## src/hw/lsu_settings.svh

```systemverilog
// Sizing of the load/store unit and its data memory.
// Byte lane logic assumes a 32-bit data path and a power-of-two depth.
// LSU_MEM_AW must be log2 of LSU_MEM_WORDS.
`ifndef LSU_SETTINGS_SVH
`define LSU_SETTINGS_SVH

// Width of data and byte addresses
`define LSU_DATA_W 32

// Bus transactions that may be outstanding at once
`define LSU_DEPTH 2

// Data memory size in words and the width of the word index
`define LSU_MEM_WORDS 256
`define LSU_MEM_AW 8

`endif

```

## src/hw/lsu_pkg.sv

```systemverilog
// Types shared by the request and response sides of the LSU.
// The record in lsu_info_t travels from acceptance to the last rvalid.
package lsu_pkg;

  //////////////////////////////////////////////////
  // Instruction encodings
  //////////////////////////////////////////////////

  // Memory operation carried by one instruction
  typedef enum logic {
    LSU_LOAD  = 1'b0,
    LSU_STORE = 1'b1
  } lsu_op_e;

  // Access size, the value 3 is not a legal size
  typedef enum logic [1:0] {
    SIZE_BYTE = 2'd0,
    SIZE_HALF = 2'd1,
    SIZE_WORD = 2'd2
  } lsu_size_e;

  //////////////////////////////////////////////////
  // Request side FSM
  //////////////////////////////////////////////////

  // FIRST issues the only or the lower half, SECOND the upper half
  typedef enum logic [1:0] {
    ISSUE_IDLE   = 2'd0,
    ISSUE_FIRST  = 2'd1,
    ISSUE_SECOND = 2'd2
  } lsu_issue_e;

  // What the response side needs to rebuild the result of one instruction
  typedef struct packed {
    lsu_op_e    op;
    lsu_size_e  size;
    logic       is_signed;
    logic [1:0] off;
    logic       split;
  } lsu_info_t;

endpackage

```

## src/hw/obi_data_if.sv

```systemverilog
// OBI-style data bus with word-aligned addresses.
// Payload must hold from req until gnt, and one rvalid follows each transfer in order.
`timescale 1ns/1ps
`include "lsu_settings.svh"

interface obi_data_if;

  // Address phase, driven by the manager
  logic                      req;
  logic [`LSU_DATA_W-1:0]    addr;
  logic                      we;
  logic [`LSU_DATA_W/8-1:0]  be;
  logic [`LSU_DATA_W-1:0]    wdata;

  // Grant and response phase, driven by the subordinate
  logic                      gnt;
  logic                      rvalid;
  logic [`LSU_DATA_W-1:0]    rdata;

  // The LSU request side issues transfers
  modport manager (
    output req, addr, we, be, wdata,
    input  gnt, rvalid, rdata
  );

  // The memory accepts transfers and answers them
  modport subordinate (
    input  req, addr, we, be, wdata,
    output gnt, rvalid, rdata
  );

  // Observers see every signal and drive none
  modport monitor (
    input req, addr, we, be, wdata,
    input gnt, rvalid, rdata
  );

endinterface

```

## src/hw/lsu_response.sv

```systemverilog
// Response side of the LSU: rebuilds load results from bus responses.
// Relies on the request side to push at most LSU_DEPTH records ahead of their rvalids.
// Stores complete with result data 0.
`timescale 1ns/1ps
`include "lsu_settings.svh"

module lsu_response
  import lsu_pkg::*;
(
  input  logic                     clk,
  input  logic                     rst_n,
  input  logic                     info_push_i,
  input  lsu_info_t                info_i,
  obi_data_if.monitor              bus,
  output logic                     resp_done_o,
  output logic                     result_valid_o,
  output logic [`LSU_DATA_W-1:0]   result_rdata_o
);

  localparam int PTR_W = (`LSU_DEPTH > 1) ? $clog2(`LSU_DEPTH) : 1;

  // Pending instruction records, oldest at rd_ptr_q
  lsu_info_t                   fifo_q [`LSU_DEPTH];
  logic [PTR_W-1:0]            wr_ptr_q;
  logic [PTR_W-1:0]            rd_ptr_q;
  lsu_info_t                   head;

  logic                        half_q;
  logic [`LSU_DATA_W-1:0]      hold_q;
  logic                        first_beat;
  logic                        last_beat;
  logic [2*`LSU_DATA_W-1:0]    merged;
  logic [2*`LSU_DATA_W-1:0]    shifted;
  logic [`LSU_DATA_W-1:0]      ext;
  logic                        result_valid_q;
  logic [`LSU_DATA_W-1:0]      result_rdata_q;

  //////////////////////////////////////////////////
  // Instruction record FIFO
  //////////////////////////////////////////////////

  assign head = fifo_q[rd_ptr_q];

  always_ff @(posedge clk) begin
    if (info_push_i) begin
      fifo_q[wr_ptr_q] <= info_i;
    end
  end

  // Pointers wrap naturally because the depth is a power of two
  always_ff @(posedge clk or negedge rst_n) begin
    if (!rst_n) begin
      wr_ptr_q <= '0;
      rd_ptr_q <= '0;
    end else begin
      if (info_push_i) begin
        wr_ptr_q <= wr_ptr_q + 1'b1;
      end
      if (last_beat) begin
        rd_ptr_q <= rd_ptr_q + 1'b1;
      end
    end
  end

  //////////////////////////////////////////////////
  // Split tracking and data merge
  //////////////////////////////////////////////////

  // The lower word of a split access always answers first
  assign first_beat = bus.rvalid && head.split && !half_q;
  assign last_beat  = bus.rvalid && (!head.split || half_q);

  // Every rvalid retires one transfer on the request side
  assign resp_done_o = bus.rvalid;

  always_ff @(posedge clk or negedge rst_n) begin
    if (!rst_n) begin
      half_q <= 1'b0;
    end else if (first_beat) begin
      half_q <= 1'b1;
    end else if (last_beat) begin
      half_q <= 1'b0;
    end
  end

  always_ff @(posedge clk) begin
    if (first_beat) begin
      hold_q <= bus.rdata;
    end
  end

  // Low word in the lower half, then shift the addressed byte down to lane 0
  assign merged  = head.split ? {bus.rdata, hold_q} : {{`LSU_DATA_W{1'b0}}, bus.rdata};
  assign shifted = merged >> {head.off, 3'b000};

  always_comb begin
    case (head.size)
      SIZE_BYTE: ext = {{24{head.is_signed & shifted[7]}}, shifted[7:0]};
      SIZE_HALF: ext = {{16{head.is_signed & shifted[15]}}, shifted[15:0]};
      default:   ext = shifted[`LSU_DATA_W-1:0];
    endcase
    if (head.op == LSU_STORE) begin
      ext = '0;
    end
  end

  //////////////////////////////////////////////////
  // Result register
  //////////////////////////////////////////////////

  always_ff @(posedge clk or negedge rst_n) begin
    if (!rst_n) begin
      result_valid_q <= 1'b0;
    end else begin
      result_valid_q <= last_beat;
    end
  end

  always_ff @(posedge clk) begin
    if (last_beat) begin
      result_rdata_q <= ext;
    end
  end

  assign result_valid_o = result_valid_q;
  assign result_rdata_o = result_rdata_q;

endmodule

```

## src/flat_wrapper.sv

```systemverilog
// flat-port wrapper written by rule: the top's interface ports become plain ports
module lsu_response_flat import lsu_pkg::*;
  (clk, rst_n, info_push_i, info_i, resp_done_o, result_valid_o, result_rdata_o, bus_req, bus_addr, bus_we, bus_be, bus_wdata, bus_gnt, bus_rvalid, bus_rdata);
  obi_data_if bus_i ();
  input  logic clk;
  input  logic rst_n;
  input  logic info_push_i;
  input  lsu_info_t info_i;
  output logic resp_done_o;
  output logic result_valid_o;
  output logic [`LSU_DATA_W-1:0] result_rdata_o;
  input wire logic [$bits(bus_i.req)-1:0] bus_req;
  input wire logic [$bits(bus_i.addr)-1:0] bus_addr;
  input wire logic [$bits(bus_i.we)-1:0] bus_we;
  input wire logic [$bits(bus_i.be)-1:0] bus_be;
  input wire logic [$bits(bus_i.wdata)-1:0] bus_wdata;
  input wire logic [$bits(bus_i.gnt)-1:0] bus_gnt;
  input wire logic [$bits(bus_i.rvalid)-1:0] bus_rvalid;
  input wire logic [$bits(bus_i.rdata)-1:0] bus_rdata;
  assign bus_i.req = bus_req;
  assign bus_i.addr = bus_addr;
  assign bus_i.we = bus_we;
  assign bus_i.be = bus_be;
  assign bus_i.wdata = bus_wdata;
  assign bus_i.gnt = bus_gnt;
  assign bus_i.rvalid = bus_rvalid;
  assign bus_i.rdata = bus_rdata;
  lsu_response u_core (.clk(clk), .rst_n(rst_n), .info_push_i(info_push_i), .info_i(info_i), .bus(bus_i), .resp_done_o(resp_done_o), .result_valid_o(result_valid_o), .result_rdata_o(result_rdata_o));
endmodule
```

## config.mk

```make
export PLATFORM = sky130hd
export DESIGN_NAME = lsu_response_flat
export DESIGN_NICKNAME = d
export VERILOG_FILES = /design/src/hw/lsu_pkg.sv /design/src/hw/obi_data_if.sv /design/src/hw/lsu_response.sv /design/src/flat_wrapper.sv
export VERILOG_INCLUDE_DIRS = /design/src /design/src/hw
export SDC_FILE = /design/constraint.sdc
export NUM_CORES = 1
export LEC_CHECK = 0
export ABC_CLOCK_PERIOD_IN_PS = 8500
export BUFFER_PORTS_ARGS = -buffer_cell sky130_fd_sc_hd__buf_2
export CAP_MARGIN = 20
export CELL_PAD_IN_SITES_DETAIL_PLACEMENT = 1
export CELL_PAD_IN_SITES_GLOBAL_PLACEMENT = 1
export CORE_ASPECT_RATIO = 0.75
export CORE_MARGIN = 2
export CORE_UTILIZATION = 30
export DETAILED_ROUTE_END_ITERATION = 16
export GPL_ROUTABILITY_DRIVEN = 0
export GPL_TIMING_DRIVEN = 1
export PLACE_DENSITY = 0.74
export SLEW_MARGIN = 20
export SYNTH_ARGS = -nofsm -noshare
export SYNTH_HDL_FRONTEND = slang
export SYNTH_SLANG_ARGS = --single-unit
```

## constraint.sdc

```tcl
create_clock -name clk -period 8.5 [get_ports clk]
set_input_delay 1.7 -clock clk [delete_from_list [all_inputs] [get_ports clk]]
set_output_delay 1.7 -clock clk [all_outputs]
set_load 0.01 [all_outputs]
```

==> metrics.cfg <==
[sta]
fin_crit_sh_pct = 42.82
setup_viol = 0
hold_violations = 0
finalSetupTns_ns = 0
tightest_slew_ns = 1.013
max_freq_mhz = 274.8
rsz0062_at_grt = false
skew_ns = 0.007170
slew_viol_final = 0
relSlewSlack_pct = 32.31
period_needed_ns = 3.639

[critical_path]
end_kind = primary output
startpoint_type = input pin
cpMostUsedCell = buf_2
crit_path_max_fanout = 2
critPathBufInv = 2
crit_path_cell_trace = buf_2 > buf_2
path_class = in2out
cp_top_family = buffers and inverters
slowest_stage = buf_2
cpPeakStageDelay_ns = 0.13
cp.required_ns = 6.80
arrival_ns = 1.94

[floorplan]
dieHeight_microns = 105.6
initial_core_util_pct = 30.41
io_pins = 148
die_area_sq_um = 14710
die_w_microns = 139.4
num_rows = 37
core_sq_um = 13560

[clock_network]
post_cts_buffers = 0
clk_latency_ns = 0.34
cts_root_buffer = clkbuf_16
clkTransAtPathRegs_ns = 0.06
clock_sinks = 82
cts_resized = 0
htreeDepth = 3
cts_tree = yes
clk_path_buf_depth = 2
cts_made_buffers = 9
cts_hold_buf = 0

[yosys]
synth_cell_type_count = 29
yosysTopAreaCell = edfxtp_1
synth_area_leaders = edfxtp_1 57%, mux2i_1 16%, a21oi_1 3.8%
synth-edff-count = 78
ys_ff_latch = 82
synth.yosys.warnings = 0
ys_top_cells_by_count = 78 x edfxtp_1, 65 x mux2i_1, 38 x nand2_1
yosysTopAreaCellShare_pct = 56.78
synthCells = 332
yosysSeqAreaShare_pct = 59.21
synthFlopType = edfxtp_1
syn_area_sq_um = 4125
yosysMostFrequentCell = edfxtp_1
syn_nets = 446
avgSynthCellArea_sq_um = 12.43
async_flop_share_pct = 4.878

[cells_and_area]
syn_to_final_growth_pct = 21.23
drive_above_1_share_pct = 26.87
design_area_sq_um = 5001
diodes = 0
nNetsFinal = 511

[grt]
grt_max_degree = 60
antenna_found_initial = 0
grt_pass1_vias = 3190
grt_pass1_wl_mm = 18.28
grt_usage_pct = 16.27
overflow = 0

[drt]
drc = 0
wl_per_cell_microns = 20.10
first_pass_iters = 4
drt_wl_total_mm = 11.60
viasPerCell = 5.120
num_vias = 2954
drtIter0Drc = 162
ant_nets = 0

[placement]
dp_hpwl_mm = 7.734
place_area_sq_um = 4658
io_buffers = 76

[run_status]
status = complete, no violations

[pwr]
leakagePower_uw = 0.001968
power_density_nw_per_um2 = 362.1
ir_worst_vdd_mv = 0.1537

[min_path]
hold_class = reg2reg

[flow_run]
max_cap_violations = 0

per-layer routing:
| layer | track usage, % | share of wire [%] | vias up |
|---|---|---|---|
| li1 | - | - | 1389 |
| met1 | 23.22 | 49 | 1483 |
| met2 | 25.35 | 46 | 72 |
| met3 | 3.544 | 4.8 | 10 |
| met4 | 3.896 | 0.94 | 0 |
| met5 | 0 | 0 | - |
cell families (layout without fill, tap and decap cells):
family	after synthesis	in the layout	share of synthesized area, %
AO/OA/AOI/OAI	69	69	10.80
XOR/XNOR	2	2	0.4247
buffers and inverters	27	97	3.215
flip-flops	82	82	59.21
multiplexers	71	71	18.05
AND/OR/NAND/NOR	81	81	8.311
cell usage in the layout (no fill, tap or decap), drive strengths merged:
cell type	instances
buf	80
edfxtp	78
mux2i	65
nand2	38
a21oi	31
nor2	22
o22ai	16
nand3	9
clkbuf	9
a32oi	8
o2bb2ai	7
and2	4
o21ai	4
dfrtp	4
mux2	4
nand2b	3
bufinv	3
nor2b	2
mux4	2
a31oi	2
xor2	2
clkinvlp	2
nor3	2
clkinv	2
inv	1
or2	1
a21o	1
power by group:
part | switching [uW] | internal (uW) | leakage, uW | total (uW)
combinational | 460 | 265 | 0.00102 | 726
sequential | 55.2 | 583 | 0.000791 | 638
clock | 161 | 286 | 0.000159 | 447
layout make-up:
type,instances,area [sq um]
Tap cell,175,219.0
Fill cell,1470,8563
Sequential cell,82,2442
Timing Repair Buffer,80,410.4
Clock inverter,7,117.6
Multi-Input combinational cell,223,1583
Clock buffer,9,225.2
Inverter,1,3.754
flip-flops by register name (all words and copies together) (netlist names):
| name | cells |
|---|---|
| u_core.wr_ptr_q | 1 |
| u_core.half_q | 1 |
| u_core.rd_ptr_q | 1 |
| u_core.hold_q | 32 |
| u_core.result_valid_o | 1 |
| u_core.fifo_q | 14 |
| u_core.result_rdata_o | 32 |
worst reg2reg max path: stages (launching register included):
cell     delay (ns)
dfrtp_1        0.76
mux2i_4        0.32
buf_4          0.73
mux2_2         0.48
a32oi_4        0.47
o22ai_1        0.16
worst paths after layout:
path | from | end | slack (ns) | cells past startpoint
max reg2reg | u_core.rd_ptr_q | u_core.result_rdata_o[24] | 5.30 | 5
max in group asynchronous | rst_n | u_core.wr_ptr_q | 7.22 | 1
min reg2reg | u_core.wr_ptr_q | u_core.wr_ptr_q | 0.50 | 1
min in group asynchronous | rst_n | u_core.rd_ptr_q | 1.16 | 1
max | bus_rvalid | resp_done_o | 4.86 | 2
min | u_core.wr_ptr_q | u_core.wr_ptr_q | 0.50 | 1
per-stage QoR:
| step | setup slack, ns | instances | hold slack, ns | util [%] | power (uW) |
|---|---|---|---|---|---|
| final | 4.861 | 577 | 0.5032 | 36.87 | 1811 |
| after global routing | 4.845 | 577 | 0.5374 | 36.87 | 1913 |
| after CTS | 4.854 | 577 | 0.4992 | 36.87 | 1821 |
| after detailed placement | 4.854 | 561 | 0.4822 | 34.34 | 1360 |
| after global placement | 4.854 | 561 | 0.4719 | 34.34 | 1338 |
| after floorplan | 4.009 | 332 | 0.4555 | - | 1142 |
No activity file was read; power rests on OpenSTA's default activity.
