--- config.mk ---
export PLATFORM = sky130hd
export DESIGN_NAME = lsu_request_flat
export DESIGN_NICKNAME = d
export VERILOG_FILES = /design/src/hw/lsu_pkg.sv /design/src/hw/obi_data_if.sv /design/src/hw/lsu_request.sv /design/src/flat_wrapper.sv
export VERILOG_INCLUDE_DIRS = /design/src /design/src/hw
export SDC_FILE = /design/constraint.sdc
export NUM_CORES = 1
export LEC_CHECK = 0
export ABC_CLOCK_PERIOD_IN_PS = 2700
export BUFFER_PORTS_ARGS = -buffer_cell sky130_fd_sc_hd__buf_2
export CAP_MARGIN = 25
export CORE_ASPECT_RATIO = 1.2
export CORE_MARGIN = 2
export CORE_UTILIZATION = 42
export CTS_CLUSTER_DIAMETER = 80
export CTS_CLUSTER_SIZE = 30
export DETAILED_ROUTE_END_ITERATION = 12
export GPL_TIMING_DRIVEN = 0
export PLACE_DENSITY_LB_ADDON = 0.1
export SYNTH_ARGS = -nofsm -noshare
export SYNTH_HDL_FRONTEND = slang
export SYNTH_SLANG_ARGS = --single-unit
--- constraint.sdc ---
create_clock -name clk -period 2.7 [get_ports clk]
set_clock_uncertainty 0.1 [all_clocks]
set_input_delay 0.27 -clock clk [delete_from_list [all_inputs] [get_ports clk]]
set_output_delay 0.27 -clock clk [all_outputs]
set_load 0.02 [all_outputs]
--- src/hw/lsu_settings.svh ---
// Sizing of the load/store unit and its data memory.
// Byte lane logic assumes a 32-bit data path and a power-of-two depth.
// LSU_MEM_AW must be log2 of LSU_MEM_WORDS.
`ifndef LSU_SETTINGS_SVH
`define LSU_SETTINGS_SVH

// Width of data and byte addresses
`define LSU_DATA_W 32

// Bus transactions that may be outstanding at once
`define LSU_DEPTH 2

// Data memory size in words and the width of the word index
`define LSU_MEM_WORDS 256
`define LSU_MEM_AW 8

`endif

--- src/hw/lsu_pkg.sv ---
// Types shared by the request and response sides of the LSU.
// The record in lsu_info_t travels from acceptance to the last rvalid.
package lsu_pkg;

  //////////////////////////////////////////////////
  // Instruction encodings
  //////////////////////////////////////////////////

  // Memory operation carried by one instruction
  typedef enum logic {
    LSU_LOAD  = 1'b0,
    LSU_STORE = 1'b1
  } lsu_op_e;

  // Access size, the value 3 is not a legal size
  typedef enum logic [1:0] {
    SIZE_BYTE = 2'd0,
    SIZE_HALF = 2'd1,
    SIZE_WORD = 2'd2
  } lsu_size_e;

  //////////////////////////////////////////////////
  // Request side FSM
  //////////////////////////////////////////////////

  // FIRST issues the only or the lower half, SECOND the upper half
  typedef enum logic [1:0] {
    ISSUE_IDLE   = 2'd0,
    ISSUE_FIRST  = 2'd1,
    ISSUE_SECOND = 2'd2
  } lsu_issue_e;

  // What the response side needs to rebuild the result of one instruction
  typedef struct packed {
    lsu_op_e    op;
    lsu_size_e  size;
    logic       is_signed;
    logic [1:0] off;
    logic       split;
  } lsu_info_t;

endpackage

--- src/hw/obi_data_if.sv ---
// OBI-style data bus with word-aligned addresses.
// Payload must hold from req until gnt, and one rvalid follows each transfer in order.
`timescale 1ns/1ps
`include "lsu_settings.svh"

interface obi_data_if;

  // Address phase, driven by the manager
  logic                      req;
  logic [`LSU_DATA_W-1:0]    addr;
  logic                      we;
  logic [`LSU_DATA_W/8-1:0]  be;
  logic [`LSU_DATA_W-1:0]    wdata;

  // Grant and response phase, driven by the subordinate
  logic                      gnt;
  logic                      rvalid;
  logic [`LSU_DATA_W-1:0]    rdata;

  // The LSU request side issues transfers
  modport manager (
    output req, addr, we, be, wdata,
    input  gnt, rvalid, rdata
  );

  // The memory accepts transfers and answers them
  modport subordinate (
    input  req, addr, we, be, wdata,
    output gnt, rvalid, rdata
  );

  // Observers see every signal and drive none
  modport monitor (
    input req, addr, we, be, wdata,
    input gnt, rvalid, rdata
  );

endinterface

--- src/hw/lsu_request.sv ---
// Request side of the LSU: accepts instructions and issues bus transfers.
// A boundary crossing access is issued as two word transfers, lower word first.
// The transfer counter limits outstanding transfers to LSU_DEPTH.
`timescale 1ns/1ps
`include "lsu_settings.svh"

module lsu_request
  import lsu_pkg::*;
(
  input  logic                     clk,
  input  logic                     rst_n,
  input  logic                     valid_i,
  output logic                     ready_o,
  input  logic                     op_i,
  input  logic [1:0]               size_i,
  input  logic                     signed_i,
  input  logic [`LSU_DATA_W-1:0]   addr_i,
  input  logic [`LSU_DATA_W-1:0]   wdata_i,
  input  logic                     resp_done_i,
  output logic                     busy_o,
  output logic                     info_push_o,
  output lsu_info_t                info_o,
  obi_data_if.manager              bus
);

  localparam logic [1:0] DEPTH_C = 2'(`LSU_DEPTH);

  lsu_issue_e                  state_q;
  lsu_issue_e                  state_d;
  logic [1:0]                  cnt_q;
  logic                        live_q;
  logic                        accept;
  logic                        trans;
  logic                        count_up;
  logic                        count_down;
  logic                        split_in;

  // Latched instruction payload
  lsu_op_e                     op_q;
  lsu_size_e                   size_q;
  logic [1:0]                  off_q;
  logic                        split_q;
  logic [`LSU_DATA_W-3:0]      word_q;
  logic [`LSU_DATA_W-1:0]      wdata_q;

  // Lane-shifted byte enables and write data, low half then high half
  logic [3:0]                  base_be;
  logic [7:0]                  be_wide;
  logic [2*`LSU_DATA_W-1:0]    wdata_wide;

  //////////////////////////////////////////////////
  // Instruction acceptance
  //////////////////////////////////////////////////

  // A full counter still admits an instruction in the cycle a completion retires
  assign ready_o = live_q && (state_q == ISSUE_IDLE) && ((cnt_q != DEPTH_C) || resp_done_i);
  assign accept  = valid_i && ready_o;

  // A halfword at offset 3 or any unaligned word spills into the next word
  always_comb begin
    case (lsu_size_e'(size_i))
      SIZE_HALF: split_in = (addr_i[1:0] == 2'b11);
      SIZE_WORD: split_in = (addr_i[1:0] != 2'b00);
      default:   split_in = 1'b0;
    endcase
  end

  // The response side records every accepted instruction
  assign info_push_o      = accept;
  assign info_o.op        = lsu_op_e'(op_i);
  assign info_o.size      = lsu_size_e'(size_i);
  assign info_o.is_signed = signed_i;
  assign info_o.off       = addr_i[1:0];
  assign info_o.split     = split_in;

  always_ff @(posedge clk) begin
    if (accept) begin
      op_q    <= lsu_op_e'(op_i);
      size_q  <= lsu_size_e'(size_i);
      off_q   <= addr_i[1:0];
      split_q <= split_in;
      word_q  <= addr_i[`LSU_DATA_W-1:2];
      wdata_q <= wdata_i;
    end
  end

  //////////////////////////////////////////////////
  // Issue FSM and bus drive
  //////////////////////////////////////////////////

  always_comb begin
    state_d = state_q;
    case (state_q)
      ISSUE_IDLE:   if (accept) state_d = ISSUE_FIRST;
      ISSUE_FIRST:  if (trans) state_d = split_q ? ISSUE_SECOND : ISSUE_IDLE;
      ISSUE_SECOND: if (trans) state_d = ISSUE_IDLE;
      default:      state_d = ISSUE_IDLE;
    endcase
  end

  // Instruction side stays closed until the first clock edge after reset
  always_ff @(posedge clk or negedge rst_n) begin
    if (!rst_n) begin
      state_q <= ISSUE_IDLE;
      live_q  <= 1'b0;
    end else begin
      state_q <= state_d;
      live_q  <= 1'b1;
    end
  end

  always_comb begin
    case (size_q)
      SIZE_BYTE: base_be = 4'b0001;
      SIZE_HALF: base_be = 4'b0011;
      default:   base_be = 4'b1111;
    endcase
  end

  // Bytes that shift past lane 3 belong to the second word
  assign be_wide    = {4'b0000, base_be} << off_q;
  assign wdata_wide = {{`LSU_DATA_W{1'b0}}, wdata_q} << {off_q, 3'b000};

  // A free counter slot never disappears while req waits, so req stays up until gnt
  assign bus.req   = (state_q != ISSUE_IDLE) && ((cnt_q != DEPTH_C) || resp_done_i);
  assign bus.we    = (op_q == LSU_STORE);
  assign bus.addr  = (state_q == ISSUE_SECOND) ? {word_q + 1'b1, 2'b00} : {word_q, 2'b00};
  assign bus.be    = (state_q == ISSUE_SECOND) ? be_wide[7:4] : be_wide[3:0];
  assign bus.wdata = (state_q == ISSUE_SECOND) ? wdata_wide[2*`LSU_DATA_W-1:`LSU_DATA_W]
                                               : wdata_wide[`LSU_DATA_W-1:0];

  //////////////////////////////////////////////////
  // Outstanding transfer counter
  //////////////////////////////////////////////////

  assign trans      = bus.req && bus.gnt;
  assign count_up   = trans;
  assign count_down = resp_done_i;

  always_ff @(posedge clk or negedge rst_n) begin
    if (!rst_n) begin
      cnt_q <= 2'd0;
    end else begin
      case ({count_up, count_down})
        2'b10:   cnt_q <= cnt_q + 2'd1;
        2'b01:   cnt_q <= cnt_q - 2'd1;
        default: cnt_q <= cnt_q;
      endcase
    end
  end

  assign busy_o = (cnt_q != 2'd0);

endmodule

--- src/flat_wrapper.sv ---
// flat-port wrapper written by rule: the top's interface ports become plain ports
module lsu_request_flat import lsu_pkg::*;
  (clk, rst_n, valid_i, ready_o, op_i, size_i, signed_i, addr_i, wdata_i, resp_done_i, busy_o, info_push_o, info_o, bus_req, bus_addr, bus_we, bus_be, bus_wdata, bus_gnt, bus_rvalid, bus_rdata);
  obi_data_if bus_i ();
  input  logic clk;
  input  logic rst_n;
  input  logic valid_i;
  output logic ready_o;
  input  logic op_i;
  input  logic [1:0] size_i;
  input  logic signed_i;
  input  logic [`LSU_DATA_W-1:0] addr_i;
  input  logic [`LSU_DATA_W-1:0] wdata_i;
  input  logic resp_done_i;
  output logic busy_o;
  output logic info_push_o;
  output lsu_info_t info_o;
  output wire logic [$bits(bus_i.req)-1:0] bus_req;
  output wire logic [$bits(bus_i.addr)-1:0] bus_addr;
  output wire logic [$bits(bus_i.we)-1:0] bus_we;
  output wire logic [$bits(bus_i.be)-1:0] bus_be;
  output wire logic [$bits(bus_i.wdata)-1:0] bus_wdata;
  input wire logic [$bits(bus_i.gnt)-1:0] bus_gnt;
  input wire logic [$bits(bus_i.rvalid)-1:0] bus_rvalid;
  input wire logic [$bits(bus_i.rdata)-1:0] bus_rdata;
  assign bus_req = bus_i.req;
  assign bus_addr = bus_i.addr;
  assign bus_we = bus_i.we;
  assign bus_be = bus_i.be;
  assign bus_wdata = bus_i.wdata;
  assign bus_i.gnt = bus_gnt;
  assign bus_i.rvalid = bus_rvalid;
  assign bus_i.rdata = bus_rdata;
  lsu_request u_core (.clk(clk), .rst_n(rst_n), .valid_i(valid_i), .ready_o(ready_o), .op_i(op_i), .size_i(size_i), .signed_i(signed_i), .addr_i(addr_i), .wdata_i(wdata_i), .resp_done_i(resp_done_i), .busy_o(busy_o), .info_push_o(info_push_o), .info_o(info_o), .bus(bus_i));
endmodule
==> flow_summary_export.csv <==
group,metric,value,unit
cts,cts_max_level,3,
finish,nets,665,
synth,ys_seq_area_share,56.8,%
global_route,grt_pass1_wl,16.8,mm
floorplan,die_w,91.0,um
worst_hold_path,hp-class,"primary input to register",
flow_run,max_cap_viol_count,0,
floorplan,boundaryPins,186,
timing,hold_violations,0,
placed_design,port_buffers,149,
critical_path,crit_path_start_kind,"register",
power,power.leakage,2.44,nW
detailed_routing,wl_per_cell,15.8,um
timing,tns,0,ns
detailed_routing,first_pass_iters,4,
cts,clk_pin_slew_worst_paths,0.08,ns
synth,yosysWarnings,0,
detailed_routing,drtIter0Drc,135,
finish,utilization,62.8,%
synth,synth_edf_count,68,
finish,fin_cells,680,
timing,finalSetupViolCount,0,
critical_path,timing.rr.end,"u_core.split_q",
critical_path,r2r_slack,0.50,ns
synth,synth_top_area_share,53.5,%
power,ir_drop,0.000359,V
worst_hold_path,hp-start,"addr_i[1]",
synth,synth_seq_cells,73,
critical_path,r2r_cells,4,
timing,relSlewSlack,46.3,%
finish,area_growth_syn_to_layout,47.1,%
critical_path,critPathKind,"register to output port",
worst_hold_path,whs_endpoint,"u_core.off_q[1]",
synth,yosys.area.top_type,"edfxtp_1",
cts,clockBufferDepth,2,
critical_path,critPathRequiredTime,2.33,ns
timing,whs,0.0167,ns
timing,max_freq,379,MHz
timing,report.final.slew_viol_count,0,
outcome,status,"complete, no violations",
synth,yosys-top-cells-area,"edfxtp_1 54%, mux2i_1 6.6%, nand2_1 4.1%",
global_route,grt_max_degree,36,
synth,synth_ff_type,"edfxtp_1",
detailed_routing,drt-vias-per-instance,5.04,
floorplan,initial_utilization,42.7,%
synth,ys_top_cells_by_count,"68 x edfxtp_1, 42 x nand2_1, 25 x mux2i_1, 25 x o22ai_1, 19 x nand3_1",
finish,antenna_cells,0,
detailed_routing,drcViolationCount,0,
global_route,grt_pass1_vias,3487,
cts,cts_buffers,9,
detailed_routing,vias,3430,
global_route,gr-usage-all-layers,22.3,%
placed_design,dp_hpwl,7.08,mm
timing,worst_pin_slew,0.806,ns
detailed_routing,wl,10.8,mm
synth,avgSynthCellArea,11.6,um2
critical_path,crit_fanout,10,
power,powerDensity,671,mW/mm2
critical_path,end_kind,"output port",
critical_path,cp.arrival,2.27,ns
cts,clk_latency,0.37,ns
timing,period_share,97.7,%
placed_design,placement.cell_area,0.00472,mm2
cts,cts-root-buf,"clkbuf_8",
synth,ys_types,39,
worst_hold_path,min_delay_path_depth,1,
critical_path,crit_path_start,"u_core.word_q[3]",
synth,netlist_area,0.00381,mm2
floorplan,row_count,38,
cts,cts.sinks,73,
floorplan,die_h,108,um
synth,synthCells,329,
synth,yosysMostFrequentCell,"edfxtp_1",
detailed_routing,ant_nets,0,
placed_design,place_congestion,0.800,
synth,async_reset_ff_share,6.85,%
floorplan,fp.coreArea,0.00894,mm2
cts,cts_tree,"built",
timing,min_period,2.64,ns
finish,stdcell_area,0.00561,mm2
critical_path,timing.rr.start,"u_core.state_q[1]",
floorplan,dieArea,0.00986,mm2
finish,drive_gt1_share,34.8,%
global_route,gr-total-overflow,0,
global_route,antenna_found_initial,0,
placed_design,dp.cells,599,
-- what timing repair did --
item                                   in CTS  in global routing
hold buffers                               64                  0
endpoints found under the hold margin      68                  0
setup endpoints to repair                  23                 32
cloned                                      1                  0
buffers inserted                            0                  1
pin swaps                                   1                  1
gates resized for setup                     2                 15
-- registers in the layout (all words and copies together), names as in the netlist --
signal          count
u_core.bus.we       1
u_core.word_q      30
u_core.off_q        2
u_core.split_q      1
u_core.cnt_q        2
u_core.state_q      2
u_core.size_q       2
u_core.wdata_q     32
u_core.live_q       1
-- logic make-up (layout without fill, tap and decap cells) --
kind of cell	count (synthesis)	in the layout	share of synthesized area (%)
xor gates and xnor gates	32	32	7.35
AOI/OAI and AO/OA	46	46	7.74
adders and majority gates	4	4	1.31
and+or+nand+nor	113	114	15.5
other	2	3	0.197
DFF	73	73	56.8
buffers and inverters	34	263	4.53
muxes	25	25	6.56
-- cells in the final DEF (no fill, tap or decap), types with 8 or more instances in the layout --
master         count
and3_1            14
buf_2            151
buf_4             11
clkbuf_8          11
dlygate4sd3_1     64
edfxtp_1          68
mux2i_1           25
nand2_1           41
nand3_1           19
nor2_1            11
o21a_1             8
o22ai_1           25
xnor2_1           18
xor2_1            14
-- layout make-up --
type	count	area, um2
clock buffers	13	159
well taps	120	150
inverters	7	26.3
plain buffers	26	154
repair buffers	214	1400
flip-flops and latches	73	2170
fillers	801	3330
multi-input cells	224	1520
clock inverters	3	38.8
-- stage by stage --
| step | total power [mW] | setup slack (ns) |
|---|---|---|
| 2_1_floorplan | 2.38 | 0.130 |
| 3_3_place_gp | 2.80 | -0.152 |
| 3_5_place_dp | 2.82 | 0.300 |
| 4_1_cts | 3.77 | 0.00764 |
| 5_1_grt | 3.97 | -0.0378 |
| 6_report | 3.76 | 0.0623 |
-- power by group --
part	internal (mW)	switching (mW)	leakage, nW
clock	0.474	0.395	0.101
combinational	0.514	0.824	1.65
sequential	1.44	0.119	0.685
-- metal layers --
metal,global-route usage [%],vias up,wire [um]
met5,0,-,0
met4,13.0,0,321
met3,3.62,24,835
met2,39.9,167,5620
met1,25.3,1583,3980
li1,-,1656,-
-- worst max-delay path by stage --
stage	endpoint
after detailed placement	bus_wdata[16]
after floorplan	u_core.bus.we
after global routing	bus_addr[27]
after CTS	bus_addr[15]
final	bus_addr[27]
after global placement	info_push_o
-- worst max-delay path: stages, from the launching register on --
cell and delay, ns:
edfxtp_1 0.43, nand4_1 0.17, or4_4 0.55, buf_8 0.18
nor4_4 0.17, xor2_1 0.23, buf_4 0.18
Note: power is estimated with default switching activity, not from simulation.
